$ cat config.mk
export PLATFORM = sky130hd
export DESIGN_NAME = gps_code_top
export DESIGN_NICKNAME = d
export VERILOG_FILES = /design/src/design/gps_pkg.sv /design/src/design/gps_chip_if.sv /design/src/design/gps_chip_strobe.sv /design/src/design/gps_prn_select.sv /design/src/design/gps_ca_code_gen.sv /design/src/design/gps_chip_packer.sv /design/src/design/gps_code_top.sv
export SDC_FILE = /design/constraint.sdc
export NUM_CORES = 1
export LEC_CHECK = 0
export ABC_CLOCK_PERIOD_IN_PS = 5600
export BUFFER_PORTS_ARGS = -buffer_cell sky130_fd_sc_hd__buf_2
export CAP_MARGIN = 20
export CORE_UTILIZATION = 32
export DETAILED_ROUTE_END_ITERATION = 12
export PLACE_DENSITY_LB_ADDON = 0.08
export SLEW_MARGIN = 20
export SYNTH_ARGS = -nofsm -noshare
export SYNTH_HDL_FRONTEND = slang
export SYNTH_HIERARCHICAL = 1
export SYNTH_SLANG_ARGS = --single-unit
$ cat constraint.sdc
create_clock -name gps_clk_fast -period 5.6 [get_ports gps_clk_fast]
set_input_delay 0.84 -clock gps_clk_fast [delete_from_list [all_inputs] [get_ports gps_clk_fast]]
set_output_delay 0.84 -clock gps_clk_fast [all_outputs]
set_load 0.02 [all_outputs]
$ cat src/design/gps_pkg.sv
`default_nettype none

package gps_pkg;

    // Satellite number, legal range 1 to 32
    typedef logic [5:0] prn_t;

    // Two G2 stage numbers (1 to 10) whose XOR gives the delayed G2 output
    typedef struct packed {
        logic [3:0] tap_a;
        logic [3:0] tap_b;
    } g2_taps_t;

    // ********************
    // IS-GPS-200 phase selector pairs, indexed by PRN-1
    // ********************
    parameter g2_taps_t G2_TAP_TABLE [0:31] = '{
        // PRN 1 to 8
        '{4'd2, 4'd6}, '{4'd3, 4'd7}, '{4'd4, 4'd8}, '{4'd5, 4'd9},
        '{4'd1, 4'd9}, '{4'd2, 4'd10}, '{4'd1, 4'd8}, '{4'd2, 4'd9},
        // PRN 9 to 16
        '{4'd3, 4'd10}, '{4'd2, 4'd3}, '{4'd3, 4'd4}, '{4'd5, 4'd6},
        '{4'd6, 4'd7}, '{4'd7, 4'd8}, '{4'd8, 4'd9}, '{4'd9, 4'd10},
        // PRN 17 to 24
        '{4'd1, 4'd4}, '{4'd2, 4'd5}, '{4'd3, 4'd6}, '{4'd4, 4'd7},
        '{4'd5, 4'd8}, '{4'd6, 4'd9}, '{4'd1, 4'd3}, '{4'd4, 4'd6},
        // PRN 25 to 32
        '{4'd5, 4'd7}, '{4'd6, 4'd8}, '{4'd7, 4'd9}, '{4'd8, 4'd10},
        '{4'd1, 4'd6}, '{4'd2, 4'd7}, '{4'd3, 4'd8}, '{4'd4, 4'd9}
    };

    // Chips in one C/A code period
    parameter int CA_CODE_LEN = 1023;

    // Fast clocks per chip, 10.23 MHz down to 1.023 MHz
    parameter int DEF_CHIP_DIV = 10;

    // Chips packed into one output word
    parameter int DEF_WORD_CHIPS = 32;

endpackage

`default_nettype wire

$ cat src/design/gps_chip_if.sv
`timescale 1ns/1ps
`default_nettype none

interface gps_chip_if;

    // One cycle per chip, no back-pressure
    logic chip_valid;
    // Chip value
    logic chip;
    // Marks chip index 0 of the code period
    logic epoch;
    // First chip of a newly selected PRN
    logic restart;

    // ********************
    // Code generator side
    // ********************
    modport gen (
        output chip_valid,
        output chip,
        output epoch,
        output restart
    );

    // ********************
    // Word packer side
    // ********************
    modport pack (
        input  chip_valid,
        input  chip,
        input  epoch,
        input  restart
    );

endinterface

`default_nettype wire

$ cat src/design/gps_chip_strobe.sv
`timescale 1ns/1ps
`default_nettype none

module gps_chip_strobe #(
    parameter int CHIP_DIV = gps_pkg::DEF_CHIP_DIV
) (
    input  logic gps_clk_fast,
    input  logic rst_n,
    output logic chip_stb
);

    localparam int CNT_W = $clog2(CHIP_DIV);
    localparam logic [CNT_W-1:0] CNT_LAST = CNT_W'(CHIP_DIV - 1);

    logic [CNT_W-1:0] div_cnt;

    // Free running divider, one strobe per chip period
    always_ff @(posedge gps_clk_fast or negedge rst_n)
    begin
        if (!rst_n)
        begin
            div_cnt  <= '0;
            chip_stb <= 1'b0;
        end
        else
        begin
            if (div_cnt == CNT_LAST)
            begin
                div_cnt  <= '0;
                chip_stb <= 1'b1;
            end
            else
            begin
                div_cnt  <= div_cnt + 1'b1;
                chip_stb <= 1'b0;
            end
        end
    end

endmodule

`default_nettype wire

$ cat src/design/gps_prn_select.sv
`timescale 1ns/1ps
`default_nettype none

module gps_prn_select (
    input  logic          gps_clk_fast,
    input  logic          rst_n,
    input  logic          chip_stb,
    input  logic          prn_req,
    input  gps_pkg::prn_t prn_sel,
    output logic          prn_ack,
    output logic          prn_new,
    output gps_pkg::prn_t prn_cur
);

    localparam int PRN_MAX = 32;

    typedef enum logic {
        PS_IDLE,
        PS_ACK
    } ps_state_t;

    ps_state_t ps_state;
    logic      prn_legal;
    logic      accept;

    // ********************
    // Host request decode
    // ********************
    assign prn_legal = (prn_sel != '0) && (prn_sel <= gps_pkg::prn_t'(PRN_MAX));

    // Illegal numbers still get the handshake, just no latch
    assign accept = (ps_state == PS_IDLE) && prn_req && prn_legal;

    assign prn_ack = (ps_state == PS_ACK);

    // Four-phase acknowledge
    always_ff @(posedge gps_clk_fast or negedge rst_n)
    begin
        if (!rst_n)
        begin
            ps_state <= PS_IDLE;
        end
        else
        begin
            case (ps_state)
                PS_IDLE:
                begin
                    if (prn_req)
                        ps_state <= PS_ACK;
                end
                PS_ACK:
                begin
                    if (!prn_req)
                        ps_state <= PS_IDLE;
                end
                default: ps_state <= PS_IDLE;
            endcase
        end
    end

    // Pending flag, taken by the generator on its next strobe
    // A fresh accept wins over a strobe in the same cycle
    always_ff @(posedge gps_clk_fast or negedge rst_n)
    begin
        if (!rst_n)
            prn_new <= 1'b0;
        else if (accept)
            prn_new <= 1'b1;
        else if (chip_stb)
            prn_new <= 1'b0;
    end

    always_ff @(posedge gps_clk_fast)
    begin
        if (accept)
            prn_cur <= prn_sel;
    end

endmodule

`default_nettype wire

$ cat src/design/gps_ca_code_gen.sv
`timescale 1ns/1ps
`default_nettype none

module gps_ca_code_gen (
    input  logic          gps_clk_fast,
    input  logic          rst_n,
    input  logic          chip_stb,
    input  logic          prn_new,
    input  gps_pkg::prn_t prn_cur,
    gps_chip_if.gen       chip_out
);

    localparam logic [9:0]  LAST_IDX = 10'(gps_pkg::CA_CODE_LEN - 1);
    localparam logic [10:1] ALL_ONES = '1;

    // Shift registers, stage 1 takes the feedback
    logic [10:1]       g1;
    logic [10:1]       g2;
    logic [9:0]        chip_idx;
    logic              running;
    logic [4:0]        tap_idx;
    gps_pkg::g2_taps_t taps;
    logic [10:1]       g1_src;
    logic [10:1]       g2_src;
    logic              chip_nxt;
    logic              advance;

    // ********************
    // LFSR steps
    // ********************

    // G1 = 1 + x^3 + x^10
    function automatic logic [10:1] g1_step(input logic [10:1] g);
        return {g[9:1], g[3] ^ g[10]};
    endfunction

    // G2 = 1 + x^2 + x^3 + x^6 + x^8 + x^9 + x^10
    function automatic logic [10:1] g2_step(input logic [10:1] g);
        logic fb;
        fb = g[2] ^ g[3] ^ g[6] ^ g[8] ^ g[9] ^ g[10];
        return {g[9:1], fb};
    endfunction

    // Phase selector taps for the current satellite
    assign tap_idx = 5'(prn_cur - 6'd1);
    assign taps    = gps_pkg::G2_TAP_TABLE[tap_idx];

    // A restart produces chip 0 straight from the all-ones load
    assign g1_src   = prn_new ? ALL_ONES : g1;
    assign g2_src   = prn_new ? ALL_ONES : g2;
    assign chip_nxt = g1_src[10] ^ g2_src[taps.tap_a] ^ g2_src[taps.tap_b];

    assign advance = chip_stb && (prn_new || running);

    // ********************
    // Chip timing and flags
    // ********************
    always_ff @(posedge gps_clk_fast or negedge rst_n)
    begin
        if (!rst_n)
        begin
            running             <= 1'b0;
            chip_idx            <= '0;
            chip_out.chip_valid <= 1'b0;
            chip_out.epoch      <= 1'b0;
            chip_out.restart    <= 1'b0;
        end
        else
        begin
            chip_out.chip_valid <= 1'b0;
            chip_out.epoch      <= 1'b0;
            chip_out.restart    <= 1'b0;

            if (chip_stb && prn_new)
            begin
                running             <= 1'b1;
                chip_idx            <= 10'd1;
                chip_out.chip_valid <= 1'b1;
                chip_out.epoch      <= 1'b1;
                chip_out.restart    <= 1'b1;
            end
            else if (chip_stb && running)
            begin
                chip_out.chip_valid <= 1'b1;
                chip_out.epoch      <= (chip_idx == '0);
                // Index wraps after chip 1022, registers are back at all ones
                if (chip_idx == LAST_IDX)
                    chip_idx <= '0;
                else
                    chip_idx <= chip_idx + 10'd1;
            end
        end
    end

    // Register contents and chip value
    always_ff @(posedge gps_clk_fast)
    begin
        if (advance)
        begin
            g1            <= g1_step(g1_src);
            g2            <= g2_step(g2_src);
            chip_out.chip <= chip_nxt;
        end
    end

endmodule

`default_nettype wire

$ cat src/design/gps_chip_packer.sv
`timescale 1ns/1ps
`default_nettype none

module gps_chip_packer #(
    parameter int WORD_CHIPS = gps_pkg::DEF_WORD_CHIPS
) (
    input  logic                  gps_clk_fast,
    input  logic                  rst_n,
    gps_chip_if.pack              chip_in,
    output logic                  word_req,
    input  logic                  word_ack,
    output logic [WORD_CHIPS-1:0] word_data,
    output logic                  word_epoch,
    output logic                  overflow
);

    localparam int FILL_W = $clog2(WORD_CHIPS);
    localparam logic [FILL_W-1:0] FILL_LAST = FILL_W'(WORD_CHIPS - 1);

    // EMPTY: nothing held, PEND: held but ack still high, REQ: word offered
    typedef enum logic [1:0] {
        HS_EMPTY,
        HS_PEND,
        HS_REQ
    } hs_state_t;

    hs_state_t             hs_state;
    logic [WORD_CHIPS-1:0] shift_q;
    logic [FILL_W-1:0]     fill_cnt;
    logic                  part_epoch;
    logic [WORD_CHIPS-1:0] hold_data;
    logic                  hold_epoch;
    logic [WORD_CHIPS-1:0] word_next;
    logic                  epoch_next;
    logic                  word_done;
    logic                  hold_free;
    logic                  load;

    // ********************
    // Word assembly
    // ********************

    // MSB first, newest chip enters at bit 0
    assign word_next  = {shift_q[WORD_CHIPS-2:0], chip_in.chip};
    assign epoch_next = part_epoch | chip_in.epoch;
    assign word_done  = chip_in.chip_valid && !chip_in.restart && (fill_cnt == FILL_LAST);

    // Holding word frees up in the same cycle it is acknowledged
    assign hold_free = (hs_state == HS_EMPTY) || ((hs_state == HS_REQ) && word_ack);
    assign load      = word_done && hold_free;

    always_ff @(posedge gps_clk_fast or negedge rst_n)
    begin
        if (!rst_n)
        begin
            fill_cnt   <= '0;
            part_epoch <= 1'b0;
        end
        else if (chip_in.chip_valid)
        begin
            if (chip_in.restart)
            begin
                // Partial word dropped, restart chip opens a new one
                fill_cnt   <= FILL_W'(1);
                part_epoch <= chip_in.epoch;
            end
            else if (fill_cnt == FILL_LAST)
            begin
                fill_cnt   <= '0;
                part_epoch <= 1'b0;
            end
            else
            begin
                fill_cnt   <= fill_cnt + 1'b1;
                part_epoch <= epoch_next;
            end
        end
    end

    always_ff @(posedge gps_clk_fast)
    begin
        if (chip_in.chip_valid)
            shift_q <= word_next;
        if (load)
        begin
            hold_data  <= word_next;
            hold_epoch <= epoch_next;
        end
    end

    // ********************
    // Output handshake
    // ********************
    always_ff @(posedge gps_clk_fast or negedge rst_n)
    begin
        if (!rst_n)
        begin
            hs_state <= HS_EMPTY;
            overflow <= 1'b0;
        end
        else
        begin
            case (hs_state)
                HS_EMPTY:
                begin
                    if (load)
                        hs_state <= word_ack ? HS_PEND : HS_REQ;
                end
                HS_PEND:
                begin
                    if (!word_ack)
                        hs_state <= HS_REQ;
                end
                HS_REQ:
                begin
                    if (word_ack)
                        hs_state <= load ? HS_PEND : HS_EMPTY;
                end
                default: hs_state <= HS_EMPTY;
            endcase

            // Sticky until reset
            if (word_done && !hold_free)
                overflow <= 1'b1;
        end
    end

    assign word_req   = (hs_state == HS_REQ);
    assign word_data  = hold_data;
    assign word_epoch = hold_epoch;

endmodule

`default_nettype wire

$ cat src/design/gps_code_top.sv
`timescale 1ns/1ps
`default_nettype none

module gps_code_top #(
    parameter int CHIP_DIV   = gps_pkg::DEF_CHIP_DIV,
    parameter int WORD_CHIPS = gps_pkg::DEF_WORD_CHIPS
) (
    input  logic                  gps_clk_fast,
    input  logic                  rst_n,
    input  logic                  prn_req,
    input  gps_pkg::prn_t         prn_sel,
    output logic                  prn_ack,
    output logic                  word_req,
    input  logic                  word_ack,
    output logic [WORD_CHIPS-1:0] word_data,
    output logic                  word_epoch,
    output logic                  overflow
);

    logic          chip_stb;
    logic          prn_new;
    gps_pkg::prn_t prn_cur;

    // Chip stream from generator to packer
    gps_chip_if chip_if_i ();

    gps_chip_strobe #(
        .CHIP_DIV (CHIP_DIV)
    ) strobe_i (
        .gps_clk_fast (gps_clk_fast),
        .rst_n        (rst_n),
        .chip_stb     (chip_stb)
    );

    gps_prn_select prn_sel_i (
        .gps_clk_fast (gps_clk_fast),
        .rst_n        (rst_n),
        .chip_stb     (chip_stb),
        .prn_req      (prn_req),
        .prn_sel      (prn_sel),
        .prn_ack      (prn_ack),
        .prn_new      (prn_new),
        .prn_cur      (prn_cur)
    );

    gps_ca_code_gen code_gen_i (
        .gps_clk_fast (gps_clk_fast),
        .rst_n        (rst_n),
        .chip_stb     (chip_stb),
        .prn_new      (prn_new),
        .prn_cur      (prn_cur),
        .chip_out     (chip_if_i.gen)
    );

    gps_chip_packer #(
        .WORD_CHIPS (WORD_CHIPS)
    ) packer_i (
        .gps_clk_fast (gps_clk_fast),
        .rst_n        (rst_n),
        .chip_in      (chip_if_i.pack),
        .word_req     (word_req),
        .word_ack     (word_ack),
        .word_data    (word_data),
        .word_epoch   (word_epoch),
        .overflow     (overflow)
    );

endmodule

`default_nettype wire

* Word-level counts from Yosys, hierarchy flattened
Memory sizes are Yosys's and may differ from the RTL's.
Index checks and enable logic that the tools add are counted.
** Operators by class
- Bitwise operators :: 11
- $lt $le $gt $ge :: 4
- Mux-type cells :: 31
- Equal/unequal tests :: 8
- $add $sub $neg :: 4
- Reductions and logical operators :: 21
** Operators with widths (count)
- 10-bit 2-to-1 mux :: 5
- 8-bit 2-to-1 mux :: 2
- 1-bit 2-to-1 mux :: 14
- 1-bit logical AND :: 11
- 10-bit by 1-bit adder with 10-bit output (second input constant) :: 1
- 10-bit == test (second input constant) :: 1
- 10-bit zero test :: 1
- 4-bit by 5-bit < comparator with 1-bit output (second input constant) :: 2
- 5-bit 2-to-1 mux :: 2
- 1-bit binary-select mux with 4-bit select :: 2
- 2-bit 2-to-1 mux :: 4
- 1-bit bitwise XOR :: 8
- 6-bit greater-or-equal comparator (second input constant) :: 1
- 6-bit <= comparator (second input constant) :: 1
- 5-bit inverter with 6-bit output :: 1
- 2-bit case mux with 3 select lines :: 1
- 6-bit nonzero test :: 1
- 5-bit by 1-bit adder with 5-bit output (second input constant) :: 1
- 5-bit == test (second input constant) :: 1
- 5-bit by 1-bit subtractor with 5-bit output (second input constant) :: 1
- 4-bit by 1-bit adder with 4-bit output (second input constant) :: 1
- 4-bit == test (second input constant) :: 1
- 4-bit 2-to-1 mux :: 1
- 2-bit by 1-bit inequality test with 1-bit output (second input constant) :: 2
- other kinds (10) :: 13
** Word-level totals
- Bits of input ports :: 10
- ROM bits :: 256
- Output and inout port bits :: 36
- Register bits :: 120
- Word-level logic and storage cells :: 101
- Memories :: 1
** Memories
- (no name shown) :: depth 32, width 8, rd ports 1, clocked after memory_dff 0, write ports 0, RTL line gps_ca_code_gen.sv:46 : assign taps = gps_pkg::G2_TAP_TABLE[tap_idx];

* Logic depth before layout (Yosys ltp)
- Depth in word-level cells :: 9
- Depth in mapped cells :: 17

* Hierarchy
Netlist, hierarchy kept.
** Modules (own cells, without submodules)
- gps_ca_code_gen :: cells an instance 281, times used 1, sequential area each 980.9 µm², area an instance 2598.7 µm²
- gps_chip_packer :: cells an instance 112, times used 1, sequential area each 2147.1 µm², area an instance 2401.1 µm²
- gps_prn_select :: cells an instance 17, times used 1, sequential area each 230.2 µm², area an instance 290.3 µm²
- gps_chip_strobe :: cells an instance 16, times used 1, sequential area each 125.1 µm², area an instance 196.4 µm²

* Worst setup path before layout
OpenSTA, ideal clock, no wires.
- Path kind :: flip-flop to flip-flop
- Start point :: reg prn_sel_i.prn_cur[0]
- End point :: reg code_gen_i.chip_out.chip (data pin)
- Setup slack :: 2.023 ns
- Path buffers :: 2
- Data required time :: 5.340 ns
- Stages on the path, launching flop included :: 16
- Arrival :: 3.317 ns
- Cells stage by stage :: edfxtp_1 > buf_6 > clkbuf_1 > inv_1 > ha_1 > inv_1 > ha_1 > nor2b_1 > o41ai_2 > o221ai_2 > a22oi_4 > mux2i_1 > o221a_1 > or4_1 > nand3_1 > xnor2_1
** On the way
- Longest elaborated chain between the ends :: 9
- Elaborated cells between the ends (all ways) :: 11
** RTL lines
- start: declaration :: RTL line gps_prn_select.sv:12 : output gps_pkg::prn_t prn_cur
- start signal: assignment :: RTL line gps_prn_select.sv:76 : prn_cur <= prn_sel;
- 5-bit by 1-bit subtractor with 5-bit output (*) :: RTL line gps_ca_code_gen.sv:45 : assign tap_idx = 5'(prn_cur - 6'd1);
- 5-bit inverter with 6-bit output (implied by the code) (*) :: RTL line gps_ca_code_gen.sv:46
- memory read 32 x 8 bit (*)
- 8-bit 2-to-1 mux (implied by the code) (*) (2 in series) :: RTL line gps_ca_code_gen.sv:46
- 1-bit binary-select mux with 4-bit select :: RTL line gps_ca_code_gen.sv:51 : assign chip_nxt = g1_src[10] ^ g2_src[taps.tap_a] ^ g2_src[taps.tap_b];
- 1-bit 2-to-1 mux (implied by the code) :: RTL line gps_ca_code_gen.sv:51
- 1-bit bitwise XOR :: RTL line gps_ca_code_gen.sv:51
- 1-bit bitwise XOR (*) :: RTL line gps_ca_code_gen.sv:51
- net code_gen_i.chip_nxt :: RTL line gps_ca_code_gen.sv:25 : logic chip_nxt;
- end signal: assignment :: RTL line gps_ca_code_gen.sv:102 : chip_out.chip <= chip_nxt;
- end: declaration :: RTL line gps_chip_if.sv:20 : output chip,
Mark *: on every way through the listed nets, which the timed path passes. The rest lies on a longest branch. The select of a mux whose other input is x is not followed.
A chain may end at the register's enable or synchronous reset.

* Worst setup path after layout
Same ends and word-level chain as after synthesis.

==> summary.md <==
| Metric | Value |
|---|---|
| Outcome | `finished, final reports clean` |
| GRT Total Usage | `between 10 and 15%` |
| TritonCTS clock tree | `built` |
| Area grow syn2layout | `18.0%` |
| Met2 WL | `approximately 4.4 mm` |
| Synthesized instance count | `about 430` |
| Worst setup margin | `1.47 ns` |
| Slew @ Worst Pin | `1.04 ns` |
| Syn nets | `approximately 450` |
| Synth Warn # | `6` |
| Final setup vio count | `0` |
| Final Cycle Share | `between 70% and 80%` |
| Cell Pwr Density | `332 mW/mm^2` |
| Largest net degree at the start of global routing | `45` |
| Worst slack, placed | `1.42 ns` |
| Hold Fails Final Rpt | `0` |
| Placed insts | `about 670` |
| Syn avg cell area | `~13 sq um` |
| Detailed Route WL | `roughly 10 mm` |
| H-tree depth reported by CTS | `4` |
| Routability cong. | `between 0.7 and 0.8` |
| WL/cell | `14.2 um` |
| Post-cts resize count | `0` |
| CTS max path bufs | `2` |
| Clock slew at reported path FFs | `about 0.06 ns` |
| Worst vdd ir | `slightly above 0.2 mV` |
| Crit path arrival time | `around 4.3 ns` |
| Fin Setup TNS | `0 ns` |
| Die Area | `between 0.015 and 0.02 sq mm` |
| Vias in the first global route | `3266` |
| Chip height | `around 130 um` |
| First-pass GRT wire length | `roughly 17 mm` |
| Crit path max fanout | `20` |
| Maxcap violations | `0` |
| Root Buffer | `clkbuf_16` |
| TritonRoute pass-1 iters | `4` |
| Remaining antenna violation count | `0` |
| Post-Syn Area | `approximately 0.0055 sq mm` |
| Fin. max-slew vios | `0` |
| Top Layer Used | `met4` |
| DRC errors left | `0` |
| GRT overflow | `0` |
| Vias/cell | `4.82` |
| IO Port Bufs | `45` |
| Later-pin clock latency in the skew report | `0.41 ns` |
| Critical path endpoint category | `flop` |
| Via Count | `about 3400` |
| Worst Hold Class | `flop to flop` |
| # diodes | `0` |
| Initial Util | `roughly 33%` |
| Met1 Wirelength | `between 5 and 6 mm` |
| CP required | `~5.8 ns` |
| CTS buffer count | `17` |
| Chip Width | `133 um` |
| Slew Limit Headroom | `around 30%` |
| DP HPWL | `around 6.3 mm` |
| CP Class | `flop to flop` |
| Final #Nets | `just under 500` |
| Core area | `about 0.017 sq mm` |
| Fmax | `between 0.2 and 0.25 GHz` |
| Detailed Route Iter0 Violations | `209` |
| LEAKAGE | `approximately 2.4 nW` |
| Final std cells w/o fill | `approximately 700` |
| Layout cells sized above 1 | `between 20 and 25%` |
| Initial antenna violation count | `0` |
| Met3 WL | `about 470 um` |
| Setup bufs post-CTS | `0` |
| IO Count | `46` |
| Core Rows | `47` |
| Startpoint types | `flop` |
| RSZ-0062 raised after global routing | `false` |
| Post-CTS Hold Fix Bufs | `0` |
| Tmin final | `4.13 ns` |
| Clock skew | `~0.0047 ns` |
| Clock sinks | `120` |
==> path summary, 6_finish.rpt <==
| kind | to | from | slack, ns | cells after the start |
|---|---|---|---|---|
| worst min register to register | packer_i/word_data[31] | packer_i/shift_q[30] | 0.42 | 0 |
| worst min-delay path | packer_i/word_data[31] | packer_i/shift_q[30] | 0.42 | 0 |
| min in group asynchronous | strobe_i/div_cnt[2] | rst_n | 0.48 | 1 |
| worst max register to register | code_gen_i/chip_out.chip | prn_sel_i/prn_cur[0] | 1.47 | 13 |
| worst max-delay path | code_gen_i/chip_out.chip | prn_sel_i/prn_cur[0] | 1.47 | 13 |
| max in group asynchronous | code_gen_i/chip_idx[7] | rst_n | 4.68 | 1 |
==> power breakdown <==
part           internal [mW]  leakage (nW)  switching (mW)
clock                  0.619         0.271           0.422
sequential             0.965          1.19          0.0226
combinational         0.0481         0.955          0.0621
total                   1.63          2.42           0.507
==> final cells by class <==
type                            instances  area [sq um]
Clock buffer                           17           425
Clock inverter                         15           143
Fill cell                            1618         10200
Inverter                               26          97.6
Multi-Input combinational cell        260          1810
Sequential cell                       120          3450
Tap cell                              220           275
Timing Repair Buffer                   46           233
==> state kept, by name, summed over array words and instances, names as in the netlist <==
register and count:
packer_i/word_data 32, packer_i/shift_q 31, code_gen_i/chip_idx 10, code_gen_i/g1 10
code_gen_i/g2 10, packer_i/fill_cnt 5, prn_sel_i/prn_cur 5, strobe_i/div_cnt 4
packer_i/hs_state 2, code_gen_i/chip_out.chip 1, code_gen_i/chip_out.chip_valid 1, code_gen_i/chip_out.epoch 1
code_gen_i/chip_out.restart 1, code_gen_i/running 1, packer_i/overflow 1, packer_i/part_epoch 1
packer_i/word_epoch 1, prn_sel_i/prn_ack 1, prn_sel_i/prn_new 1, strobe_i/chip_stb 1
==> routing by layer <==
metal  GRT usage, %  up-vias
met5              0        -
met1           17.0     1629
met2           18.1       79
li1               -     1671
met4           5.94        0
met3           3.68       13
==> worst max-delay path: stages, from the launching register on <==
cell,delay [ns]
edfxtp_1,0.82
inv_1,0.22
ha_1,0.33
inv_1,0.12
ha_1,0.39
nor2b_1,0.22
o41ai_2,0.33
o221ai_2,0.19
a22oi_4,0.29
mux2i_1,0.12
o221a_1,0.26
o311ai_0,0.31
nand3_1,0.14
xnor2_1,0.14
==> placed cells by master (no fill, tap or decap), types with 3 or more instances in the layout <==
| cell | count |
|---|---|
| mux2_2 | 3 |
| o21ai_0 | 27 |
| xnor2_1 | 9 |
| inv_1 | 26 |
| clkinvlp_4 | 3 |
| or3_1 | 3 |
| inv_6 | 5 |
| nor3b_1 | 5 |
| dfrtp_1 | 30 |
| a31oi_1 | 8 |
| nand3_1 | 10 |
| or2_2 | 14 |
| clkinv_4 | 3 |
| a21oi_1 | 12 |
| mux2i_1 | 8 |
| buf_2 | 45 |
| nor2b_1 | 6 |
| o211ai_1 | 4 |
| o21bai_1 | 3 |
| ha_1 | 13 |
| nand2_1 | 25 |
| nor3_1 | 5 |
| nand2b_1 | 5 |
| edfxtp_1 | 90 |
| or4_1 | 3 |
| clkbuf_16 | 17 |
| nand4_1 | 5 |
| nor2_1 | 31 |
| a211oi_1 | 4 |
==> metrics by stage <==
stage                     hold WS (ns)  utilization (%)  cell area [sq um]  total power, mW
after global placement           0.419             35.3               5870             1.11
after CTS                        0.426             38.7               6440             2.18
after global routing             0.442             38.7               6440             2.23
after floorplan                  0.400                -               5460             1.09
after detailed placement         0.411             35.3               5870             1.12
final                            0.421             38.7               6440             2.14
Power figures use the tool's default switching activity.
